File: config.mk
export PLATFORM = sky130hd
export DESIGN_NAME = rv_core
export DESIGN_NICKNAME = d
export VERILOG_FILES = /design/src/logic/rv_pkg.sv /design/src/logic/stage_if.sv /design/src/logic/rv_regfile.sv /design/src/logic/rv_decode.sv /design/src/logic/rv_id_ex.sv /design/src/logic/rv_execute.sv /design/src/logic/rv_core.sv
export SDC_FILE = /design/constraint.sdc
export NUM_CORES = 2
export LEC_CHECK = 0
export ABC_AREA = 1
export ABC_CLOCK_PERIOD_IN_PS = 32000
export BUFFER_PORTS_ARGS = -buffer_cell sky130_fd_sc_hd__buf_2
export CAP_MARGIN = 30
export CORE_MARGIN = 5
export CORE_UTILIZATION = 35
export CTS_BUF_LIST = sky130_fd_sc_hd__clkbuf_16
export DETAILED_ROUTE_END_ITERATION = 10
export PLACE_DENSITY = 0.55
export SLEW_MARGIN = 20
export SYNTH_ARGS = -nofsm -noshare
export SYNTH_HDL_FRONTEND = slang
export SYNTH_SLANG_ARGS = --single-unit
File: constraint.sdc
create_clock -name clk -period 32 [get_ports clk]
set_input_delay 4.8 -clock clk [delete_from_list [all_inputs] [get_ports clk]]
set_output_delay 4.8 -clock clk [all_outputs]
set_load 0.02 [all_outputs]
File: src/logic/rv_pkg.sv
// Shared datapath types, ALU operation codes and RV32I field constants for the pipeline
package rv_pkg;

    typedef logic [31:0] xlen_t;      // Operands, results, immediates
    typedef logic [31:0] instr_t;
    typedef logic [4:0]  reg_addr_t;

    localparam int SHAMT_W = 5;       // Shift amount field width

    // ALU operations. PASS_B forwards operand B for LUI
    typedef enum logic [3:0] {
        ALU_ADD    = 4'd0,
        ALU_SUB    = 4'd1,
        ALU_SLL    = 4'd2,
        ALU_SLT    = 4'd3,
        ALU_SLTU   = 4'd4,
        ALU_XOR    = 4'd5,
        ALU_SRL    = 4'd6,
        ALU_SRA    = 4'd7,
        ALU_OR     = 4'd8,
        ALU_AND    = 4'd9,
        ALU_PASS_B = 4'd10
    } alu_op_e;

    // Accepted major opcodes
    localparam logic [6:0] OPC_OP     = 7'b0110011;  // Register-register
    localparam logic [6:0] OPC_OP_IMM = 7'b0010011;  // Register-immediate
    localparam logic [6:0] OPC_LUI    = 7'b0110111;

    // funct3 codes shared by OP and OP-IMM
    localparam logic [2:0] F3_ADD  = 3'b000;  // Also SUB
    localparam logic [2:0] F3_SLL  = 3'b001;
    localparam logic [2:0] F3_SLT  = 3'b010;
    localparam logic [2:0] F3_SLTU = 3'b011;
    localparam logic [2:0] F3_XOR  = 3'b100;
    localparam logic [2:0] F3_SRL  = 3'b101;  // Also SRA
    localparam logic [2:0] F3_OR   = 3'b110;
    localparam logic [2:0] F3_AND  = 3'b111;

    // funct7 codes
    localparam logic [6:0] F7_BASE = 7'b0000000;
    localparam logic [6:0] F7_ALT  = 7'b0100000;  // SUB, SRA, SRAI

    // Map funct3 plus the alternate bit onto an ALU operation
    function automatic alu_op_e f3_to_op(logic [2:0] f3, logic alt);
        alu_op_e op;
        case (f3)
            F3_ADD:  op = alt ? ALU_SUB : ALU_ADD;
            F3_SLL:  op = ALU_SLL;
            F3_SLT:  op = ALU_SLT;
            F3_SLTU: op = ALU_SLTU;
            F3_XOR:  op = ALU_XOR;
            F3_SRL:  op = alt ? ALU_SRA : ALU_SRL;
            F3_OR:   op = ALU_OR;
            default: op = ALU_AND;
        endcase
        return op;
    endfunction

endpackage

File: src/logic/stage_if.sv
// Stage interfaces: ex_if carries issued operations, wb_if carries results back for forwarding
`timescale 1ns/10ps

interface ex_if;
    logic               valid;      // Qualifies the fields this cycle
    rv_pkg::alu_op_e    alu_op;
    rv_pkg::xlen_t      operand_a;
    rv_pkg::xlen_t      operand_b;
    rv_pkg::reg_addr_t  rd;

    modport src (
        output valid, alu_op, operand_a, operand_b, rd
    );

    modport dst (
        input valid, alu_op, operand_a, operand_b, rd
    );
endinterface

interface wb_if;
    // Combinational result of the op now in ID/EX
    logic               ex_valid;
    rv_pkg::reg_addr_t  ex_rd;
    rv_pkg::xlen_t      ex_result;
    // Registered result, written to the register file this cycle
    logic               wb_valid;
    rv_pkg::reg_addr_t  wb_rd;
    rv_pkg::xlen_t      wb_data;

    modport src (
        output ex_valid, ex_rd, ex_result, wb_valid, wb_rd, wb_data
    );

    modport dst (
        input ex_valid, ex_rd, ex_result, wb_valid, wb_rd, wb_data
    );
endinterface

File: src/logic/rv_regfile.sv
// 32 x 32-bit integer register file, two combinational read ports and one write port
`timescale 1ns/10ps

module rv_regfile (
    input  logic              clk,
    input  logic              rst,
    input  rv_pkg::reg_addr_t rs1_addr,
    input  rv_pkg::reg_addr_t rs2_addr,
    input  rv_pkg::reg_addr_t wr_addr,
    input  logic              wr_en,
    input  rv_pkg::xlen_t     wr_data,
    output rv_pkg::xlen_t     rs1_data,
    output rv_pkg::xlen_t     rs2_data
);

    rv_pkg::xlen_t regs [32];

    always_ff @(posedge clk or posedge rst) begin
        if (rst) begin
            for (int i = 0; i < 32; i++) begin
                regs[i] <= '0;
            end
        end else if (wr_en && (wr_addr != '0)) begin
            regs[wr_addr] <= wr_data;  // x0 never written
        end
    end

    assign rs1_data = (rs1_addr == '0) ? '0 : regs[rs1_addr];
    assign rs2_data = (rs2_addr == '0) ? '0 : regs[rs2_addr];

    // Write enable comes from the execute stage and must always be resolved
    a_wr_en_known: assert property (@(posedge clk) disable iff (rst) !$isunknown(wr_en))
        else $error("regfile write enable is X");

endmodule

File: src/logic/rv_decode.sv
// Decode stage: classifies the instruction, builds the immediate, reads and forwards operands
`timescale 1ns/10ps

module rv_decode (
    input  logic           clk,
    input  logic           rst,
    input  logic           instr_valid,
    input  rv_pkg::instr_t instr,
    wb_if.dst              wb,
    ex_if.src              issue
);

    logic [6:0]        opcode;
    logic [2:0]        f3;
    logic [6:0]        f7;
    rv_pkg::reg_addr_t rs1;
    rv_pkg::reg_addr_t rs2;

    logic              legal;
    logic              use_imm;   // Operand B from immediate
    logic              is_lui;
    rv_pkg::alu_op_e   alu_op;
    rv_pkg::xlen_t     imm;

    rv_pkg::xlen_t     rf_rs1;
    rv_pkg::xlen_t     rf_rs2;
    rv_pkg::xlen_t     rs1_val;
    rv_pkg::xlen_t     rs2_val;

    assign opcode = instr[6:0];
    assign f3     = instr[14:12];
    assign f7     = instr[31:25];
    assign rs1    = instr[19:15];
    assign rs2    = instr[24:20];

    always_comb begin
        legal   = 1'b0;
        use_imm = 1'b0;
        is_lui  = 1'b0;
        alu_op  = rv_pkg::ALU_ADD;
        case (opcode)
            rv_pkg::OPC_OP: begin
                alu_op = rv_pkg::f3_to_op(f3, f7 == rv_pkg::F7_ALT);
                legal  = (f7 == rv_pkg::F7_BASE) ||
                         ((f7 == rv_pkg::F7_ALT) &&
                          ((f3 == rv_pkg::F3_ADD) || (f3 == rv_pkg::F3_SRL)));
            end
            rv_pkg::OPC_OP_IMM: begin
                use_imm = 1'b1;
                // Bit 30 only selects SRAI; for ADDI it is immediate data
                alu_op  = rv_pkg::f3_to_op(f3, (f3 == rv_pkg::F3_SRL) &&
                                               (f7 == rv_pkg::F7_ALT));
                case (f3)
                    rv_pkg::F3_SLL: legal = (f7 == rv_pkg::F7_BASE);
                    rv_pkg::F3_SRL: legal = (f7 == rv_pkg::F7_BASE) || (f7 == rv_pkg::F7_ALT);
                    default:        legal = 1'b1;
                endcase
            end
            rv_pkg::OPC_LUI: begin
                legal   = 1'b1;
                use_imm = 1'b1;
                is_lui  = 1'b1;
                alu_op  = rv_pkg::ALU_PASS_B;
            end
            default: legal = 1'b0;  // Branches, loads, stores, jumps, AUIPC
        endcase
    end

    // U-type for LUI, sign-extended I-type otherwise
    assign imm = is_lui ? {instr[31:12], 12'b0} : {{20{instr[31]}}, instr[31:20]};

    rv_regfile u_regfile (
        .clk      (clk),
        .rst      (rst),
        .rs1_addr (rs1),
        .rs2_addr (rs2),
        .wr_addr  (wb.wb_rd),
        .wr_en    (wb.wb_valid),
        .wr_data  (wb.wb_data),
        .rs1_data (rf_rs1),
        .rs2_data (rf_rs2)
    );

    // Youngest producer wins; x0 always reads zero
    function automatic rv_pkg::xlen_t fwd(rv_pkg::reg_addr_t src, rv_pkg::xlen_t rf_val,
                                          logic ex_v, rv_pkg::reg_addr_t ex_rd,
                                          rv_pkg::xlen_t ex_res, logic wb_v,
                                          rv_pkg::reg_addr_t wb_rd, rv_pkg::xlen_t wb_dat);
        if (src == '0) begin
            return '0;
        end else if (ex_v && (ex_rd == src)) begin
            return ex_res;
        end else if (wb_v && (wb_rd == src)) begin
            return wb_dat;
        end
        return rf_val;
    endfunction

    assign rs1_val = fwd(rs1, rf_rs1, wb.ex_valid, wb.ex_rd, wb.ex_result,
                         wb.wb_valid, wb.wb_rd, wb.wb_data);
    assign rs2_val = fwd(rs2, rf_rs2, wb.ex_valid, wb.ex_rd, wb.ex_result,
                         wb.wb_valid, wb.wb_rd, wb.wb_data);

    assign issue.valid     = instr_valid && legal;
    assign issue.alu_op    = alu_op;
    assign issue.operand_a = is_lui ? '0 : rs1_val;
    assign issue.operand_b = use_imm ? imm : rs2_val;
    assign issue.rd        = instr[11:7];

    // Forwarded operands must be resolved when issued
    a_issue_known: assert property (@(posedge clk) disable iff (rst)
        issue.valid |-> !$isunknown({issue.alu_op, issue.operand_a,
                                     issue.operand_b, issue.rd}))
        else $error("issued operation has unknown fields");

endmodule

File: src/logic/rv_id_ex.sv
// ID/EX pipeline register, holds one issued operation between decode and execute
`timescale 1ns/10ps

module rv_id_ex (
    input  logic clk,
    input  logic rst,
    ex_if.dst    in,
    ex_if.src    out
);

    logic              valid_q;
    rv_pkg::alu_op_e   alu_op_q;
    rv_pkg::xlen_t     operand_a_q;
    rv_pkg::xlen_t     operand_b_q;
    rv_pkg::reg_addr_t rd_q;

    always_ff @(posedge clk or posedge rst) begin
        if (rst) begin
            valid_q <= 1'b0;
        end else begin
            valid_q <= in.valid;  // Gaps become bubbles
        end
    end

    always_ff @(posedge clk) begin
        alu_op_q    <= in.alu_op;
        operand_a_q <= in.operand_a;
        operand_b_q <= in.operand_b;
        rd_q        <= in.rd;
    end

    assign out.valid     = valid_q;
    assign out.alu_op    = alu_op_q;
    assign out.operand_a = operand_a_q;
    assign out.operand_b = operand_b_q;
    assign out.rd        = rd_q;

endmodule

File: src/logic/rv_execute.sv
// Execute stage: ALU plus the writeback register that drives the result strobe
`timescale 1ns/10ps

module rv_execute (
    input  logic clk,
    input  logic rst,
    ex_if.dst    op,
    wb_if.src    wb
);

    rv_pkg::xlen_t              result;
    logic [rv_pkg::SHAMT_W-1:0] shamt;

    logic                       wb_valid_q;
    rv_pkg::reg_addr_t          wb_rd_q;
    rv_pkg::xlen_t              wb_data_q;

    assign shamt = op.operand_b[rv_pkg::SHAMT_W-1:0];  // Upper bits ignored

    always_comb begin
        case (op.alu_op)
            rv_pkg::ALU_ADD:    result = op.operand_a + op.operand_b;
            rv_pkg::ALU_SUB:    result = op.operand_a - op.operand_b;
            rv_pkg::ALU_SLL:    result = op.operand_a << shamt;
            rv_pkg::ALU_SLT:    result = {31'b0, $signed(op.operand_a) < $signed(op.operand_b)};
            rv_pkg::ALU_SLTU:   result = {31'b0, op.operand_a < op.operand_b};
            rv_pkg::ALU_XOR:    result = op.operand_a ^ op.operand_b;
            rv_pkg::ALU_SRL:    result = op.operand_a >> shamt;
            rv_pkg::ALU_SRA:    result = rv_pkg::xlen_t'($signed(op.operand_a) >>> shamt);
            rv_pkg::ALU_OR:     result = op.operand_a | op.operand_b;
            rv_pkg::ALU_AND:    result = op.operand_a & op.operand_b;
            rv_pkg::ALU_PASS_B: result = op.operand_b;  // LUI
            default:            result = '0;
        endcase
    end

    // Distance-one forwarding path back to decode
    assign wb.ex_valid  = op.valid;
    assign wb.ex_rd     = op.rd;
    assign wb.ex_result = result;

    always_ff @(posedge clk or posedge rst) begin
        if (rst) begin
            wb_valid_q <= 1'b0;
        end else begin
            wb_valid_q <= op.valid;
        end
    end

    always_ff @(posedge clk) begin
        wb_rd_q   <= op.rd;
        wb_data_q <= result;
    end

    assign wb.wb_valid = wb_valid_q;
    assign wb.wb_rd    = wb_rd_q;
    assign wb.wb_data  = wb_data_q;

    // Decode picks the op, ID/EX carries it; it must land on a real encoding
    a_op_defined: assert property (@(posedge clk) disable iff (rst)
        op.valid |-> (!$isunknown(op.alu_op) && (op.alu_op <= rv_pkg::ALU_PASS_B)))
        else $error("undefined ALU operation in execute");

endmodule

File: src/logic/rv_core.sv
// Top level of the two-stage integer pipeline, plain strobe ports in and out
`timescale 1ns/10ps

module rv_core (
    input  logic              clk,
    input  logic              rst,
    input  logic              instr_valid,
    input  rv_pkg::instr_t    instr,
    output logic              wb_valid,
    output rv_pkg::reg_addr_t wb_rd,
    output rv_pkg::xlen_t     wb_data
);

    ex_if u_issue_if ();  // Decode to ID/EX
    ex_if u_exec_if ();   // ID/EX to execute
    wb_if u_wb_if ();     // Results and forwarding

    rv_decode u_decode (
        .clk         (clk),
        .rst         (rst),
        .instr_valid (instr_valid),
        .instr       (instr),
        .wb          (u_wb_if.dst),
        .issue       (u_issue_if.src)
    );

    rv_id_ex u_id_ex (
        .clk (clk),
        .rst (rst),
        .in  (u_issue_if.dst),
        .out (u_exec_if.src)
    );

    rv_execute u_execute (
        .clk (clk),
        .rst (rst),
        .op  (u_exec_if.dst),
        .wb  (u_wb_if.src)
    );

    assign wb_valid = u_wb_if.wb_valid;
    assign wb_rd    = u_wb_if.wb_rd;
    assign wb_data  = u_wb_if.wb_data;

endmodule

# Word level (Yosys, flattened, before mapping)
# Index checks and enable logic that the tools add are counted.
[op_classes]
n_mux = 39
add_sub_neg = 2
n_lt_le_gt_ge = 6
eq_ne = 24
n_bitwise = 6
n_reduce_logical = 19
n_shift = 3
[op_table]
columns = ["cell", "n"]
rows = [
  ["$bwmux W1024", 1],
  ["$mux W32", 16],
  ["$pmux W32 S11", 1],
  ["$bmux W32 S5", 2],
  ["$demux W32 S5", 1],
  ["$lt A32 B32 Y1", 2],
  ["$pmux W4 S7", 2],
  ["$add A32 B32 Y32", 1],
  ["$and A32 B32 Y32", 1],
  ["$or A32 B32 Y32", 1],
  ["$shl A32 B5 Y32", 1],
  ["$shr A32 B5 Y32", 1],
  ["$sshr A32 B5 Y32", 1],
  ["$sub A32 B32 Y32", 1],
  ["$xor A32 B32 Y32", 1],
  ["$mux W31", 1],
  ["$eq A7 B6 Y1 const B", 3],
  ["$eq A5 B5 Y1", 4],
  ["$ge A6 B6 Y1 const B", 3],
  ["$not A5 Y6", 3],
  ["$eq A4 B3 Y1 const B", 4],
  ["$eq A4 B4 Y1 const B", 3],
  ["$mux W1", 12],
  ["$pmux W4 S3", 1],
  ["17 further kinds", 32],
]
[word_totals]
out_inout_bits = 38
in_bits = 35
ff_bits = 1136
wordCells = 139

# Longest topological paths before layout
[depth]
ltp_word = 7
depth_mapped = 22
ltp_nobuf = 20

# Cells and area by module
# Synthesis repeated with hierarchy kept, for this count alone.
[hier_totals]
cells_unflattened = 11342
hier_area_um2 = 72438.2
[by_module_without_submodules]
columns = ["mod", "cells_each", "area_per_inst_um2", "seq_area_each_um2", "n_inst"]
rows = [
  ["rv_regfile", 8325, 56769.4, 25624.6, 1],
  ["rv_execute", 2246, 11217.0, 765.7, 1],
  ["rv_decode", 696, 2961.6, 0.0, 1],
  ["rv_id_ex", 75, 1490.2, 1486.4, 1],
]

# Least setup slack after synthesis
# OpenSTA, ideal clock, no wires.
[synth_timing]
kind = "input to register"
from = "in instr[15]"
to = "reg u_id_ex.operand_a_q[9] (netlist: u_id_ex.out.operand_a[9])"
setup_slack_ps = 25664
setup_ps = 132
stages = 10
n_path_buf = 5
t_arrival_ps = 6203
t_required_ps = 31868
path_cell_list = "buf_2 buf_4 buf_2 buf_2 clkbuf_1 a21oi_1 o221ai_1 nand3_1 nand3_1 a21oi_1"
[synth_between]
elab_chain_cells = 6
word_cells_on_any_way = 16
classes_between = "2 x eq/ne; 10 x mux; 1 x bitwise; 3 x reduce/logical"
[synth_lines]
columns = ["item", "line_no", "text"]
rows = [
  ["start, declared", "rv_core.sv:8", "input rv_pkg::instr_t instr,"],
  ["$not A5 Y6 (not written as such) or $eq A5 B5 Y1 (tied branches)", "rv_regfile.sv:28, rv_decode.sv:93", ""],
  ["$bmux W32 S5 or $logic_and A1 B1 Y1 (tied branches)", "rv_regfile.sv:28, rv_decode.sv:93", ""],
  ["$mux W32 (not written as such) or $mux W1 (tied branches)", "rv_regfile.sv:28, rv_decode.sv:93", ""],
  ["$mux W32 (not written as such) or $mux W1 (tied branches)", "rv_regfile.sv:28, rv_decode.sv:91", ""],
  ["$mux W32 or $mux W1 (tied branches)", "rv_regfile.sv:28, rv_decode.sv:89", ""],
  ["$mux W32 *", "rv_decode.sv:96", "return rf_val;"],
  ["end signal, assigned", "rv_id_ex.sv:27", "operand_a_q <= in.operand_a;"],
  ["end, declared", "rv_id_ex.sv:13", "rv_pkg::xlen_t operand_a_q;"],
]
# Mark *: on every way between the ends. The rest lies on a longest branch, timed or not. The select of a mux whose other input is x is not followed.
# A chain may end at the register's enable or synchronous reset.

==> impl_metrics.ini <==
[timing]
drv_slew = 0
final.min_clock_period_ns = 9.715
skew_ns = 0.03745
grt_setup_unrepaired = false
layout_setup_ws_ns = 22.28
setup_viol = 0
worst_pin_slew_ns = 1.106
hold_viol = 0
relSlewSlack_pct = 26.29
fin_tns_setup_ns = 0
clock.fmax_ghz = 0.1029
finalCritPeriodShare_pct = 30.36

[yosys]
synthCells = 10080
syn_area_um2 = 69310
yosysSeqAreaShare_pct = 40.22
synth-seq-cells = 1136
syn_area_per_cell_um2 = 6.877
synth_fp_nets = 10210
synth_area_leaders = dfrtp_1 37%, o21ai_0 17%, nand2_1 12%, a21oi_1 5.5%, nand3_1 5.5%
synth_top_area_share_pct = 37.05
synth.distinct_cells = 43
yosysTopAreaCell = dfrtp_1
ys.warnings.count = 0

[die]
die_area_um2 = 207000
row_count = 163
die_h_um = 455.0
die_w_um = 455.0
core_area_um2 = 197200
start_util_pct = 35.14
io-pin-count = 73

[critical_path]
cp-end-kind = async pin
reg2reg_depth = 14
critical_path_class = in -> async
cp_max_fo = 120
worstPathArrival_ns = 10.55
crit_required_ns = 32.84
critPathLaunchType = input port

[global_route]
top_usage_layer = met2
grt_pass1_vias = 66660
grt_use_met3_pct = 5.891
met1_usage_pct = 42.07
grt_use_total_pct = 30.54
antenna_found_initial = 7
grt_max_degree = 193
globalRouteOverflowTotal = 0
grt_pass1_wl_um = 469700
grt.met2_usage_pct = 45.46

[power]
p_leak_uw = 0.03318
p_per_area_nw_per_um2 = 53.76
ir_drop_uv = 53.47
swShare_pct = 38.34
switching_power_uw = 1563
internal_power_uw = 2514
pwr-share-comb_pct = 24.5
clkPwrFrac_pct = 37.0
p_seq_share_pct = 38.5

[clock_tree]
cts_tree = yes
cts_sinks = 1136
postCtsHoldBufs = 0
cts_buffer_depth = 3
htreeDepth = 4
cts_made_buffers = 133
cts_setup_buffers = 0
clock-root-buffer = clkbuf_16
ctsResizeCount = 0
clkTransAtPathRegs_ns = 0.05
worst_skew_pair.late_latency_ns = 0.82

[placement]
post_dp_cell_area_um2 = 71390
globalplace.congestion = 1.014
io_buffers = 72
place_ws_ns = 20.48
dpl.hpwl_um = 200400

[route]
detail-route-antenna-nets = 0
wire_per_inst_um = 26.48
routed_wirelength_um = 326900
vias = 73380
avgViaCountPerCell = 5.944
first_iter_violations = 10360
remaining_drc_errors = 0
drt_pass1_iterations = 6

[finish]
final_cell_mix = 2339 x o21ai_0, 2097 x nand2_1, 1026 x dfrtp_1
drive_gt1_share_pct = 4.960
areaGrowthSynthToFinish_pct = 9.426
nNetsFinal = 9722
finish.utilization_pct = 38.45
final_area_um2 = 75840
final_common_cell = o21ai_0

[run]
cap_violations = 0

[worst_hold_path]
hold_depth = 0
hold_path_class = reg -> reg

[run_status]
status = completed
## final cells by class
type	count	area (um2)
sequential	1136	27880
timing repair buffer	237	2088
fill	20840	121400
inverter	797	3025
clock inverter	110	835.8
multi-input combinational	7283	35310
antenna	6	15.01
clock buffer	135	3378
tap	2640	3303
## power by group through the flow
| stage | registers, uW | clock network [uW] | logic, uW |
|---|---|---|---|
| floorplan | 1550 | 0 | 579 |
| global placement | 1590 | 0 | 970 |
| detailed placement | 1590 | 0 | 971 |
| CTS | 1560 | 1530 | 974 |
| global route | 1570 | 1580 | 1080 |
| finish | 1570 | 1510 | 999 |
## sequential cells by signal, summed over array words and instances (netlist names)
name and cells:
u_id_ex.out.operand_a 32, u_id_ex.out.valid 1, u_execute.wb.wb_data 32, u_decode.u_regfile.regs 1024, u_id_ex.out.operand_b 32, u_id_ex.out.alu_op 4
u_id_ex.out.rd 5, u_execute.wb.wb_valid 1, u_execute.wb.wb_rd 5
## critical path, cell delays in order
cell	delay [ns]
buf_2	0.12
clkinvlp_4	0.07
buf_12	0.29
buf_16	0.46
buf_4	0.50
buf_4	0.71
buf_4	0.45
buf_16	0.29
buf_4	0.35
buf_16	0.30
buf_4	0.47
buf_4	0.66
buf_4	0.73
## cells in the mapped netlist, drive strengths merged
| cell | count |
|---|---|
| inv | 762 |
| nor3b | 1 |
| buf | 205 |
| o211ai | 122 |
| dfxtp | 110 |
| xor2 | 6 |
| a31oi | 6 |
| fa | 2 |
| o2111ai | 1 |
| a211oi | 4 |
| nor2 | 649 |
| a22o | 2 |
| and3 | 2 |
| ha | 97 |
| nand3 | 757 |
| nor3 | 36 |
| o22ai | 123 |
| nand2 | 2124 |
| nand4 | 61 |
| or2 | 3 |
| and2 | 7 |
| a21o | 2 |
| a41oi | 1 |
| clkinv | 35 |
| o21ai | 2353 |
| a21oi | 756 |
| nor4 | 5 |
| o31ai | 1 |
| o221ai | 151 |
| clkbuf | 657 |
| a221oi | 2 |
| dfrtp | 1026 |
| o21bai | 6 |
| nand3b | 3 |
## layer usage
metal | part of all wire, % | wire (um)
met4 | 6.1 | 20100
met3 | 10 | 33210
met5 | 0.011 | 36
met2 | 42 | 138200
met1 | 41 | 135400
## through the flow
step	instances	hold WS (ns)	power (uW)
2_1_floorplan	10080	0.3461	2133
3_3_place_gp	12070	0.3767	2558
3_5_place_dp	12080	0.3803	2559
4_1_cts	12330	0.3930	4064
5_1_grt	12340	0.4127	4226
6_report	12340	0.3973	4077
## cells by family after synthesis
| logic type | share of synthesized area [%] |
|---|---|
| buffers and inverters | 9.263 |
| XOR/XNOR | 0.07582 |
| adder cells (fa/ha/maj) | 1.809 |
| flip-flops | 40.22 |
| AND/OR/NAND/NOR | 21.57 |
| AO/OA/AOI/OAI | 27.06 |
## path summary, 6_finish.rpt
path	from	end	slack (ns)
max in group clk	instr[20]	u_id_ex.out.operand_b[14]	23.47
min in group asynchronous	rst	u_decode.u_regfile.regs[155]	4.08
max	rst	u_decode.u_regfile.regs[972]	22.28
min	u_decode.u_regfile.regs[993]	u_decode.u_regfile.regs[993]	0.40
min reg2reg	u_decode.u_regfile.regs[993]	u_decode.u_regfile.regs[993]	0.40
max reg2reg	u_id_ex.out.operand_b[3]	u_id_ex.out.operand_b[7]	27.85
(Power assumes the default switching activity.)
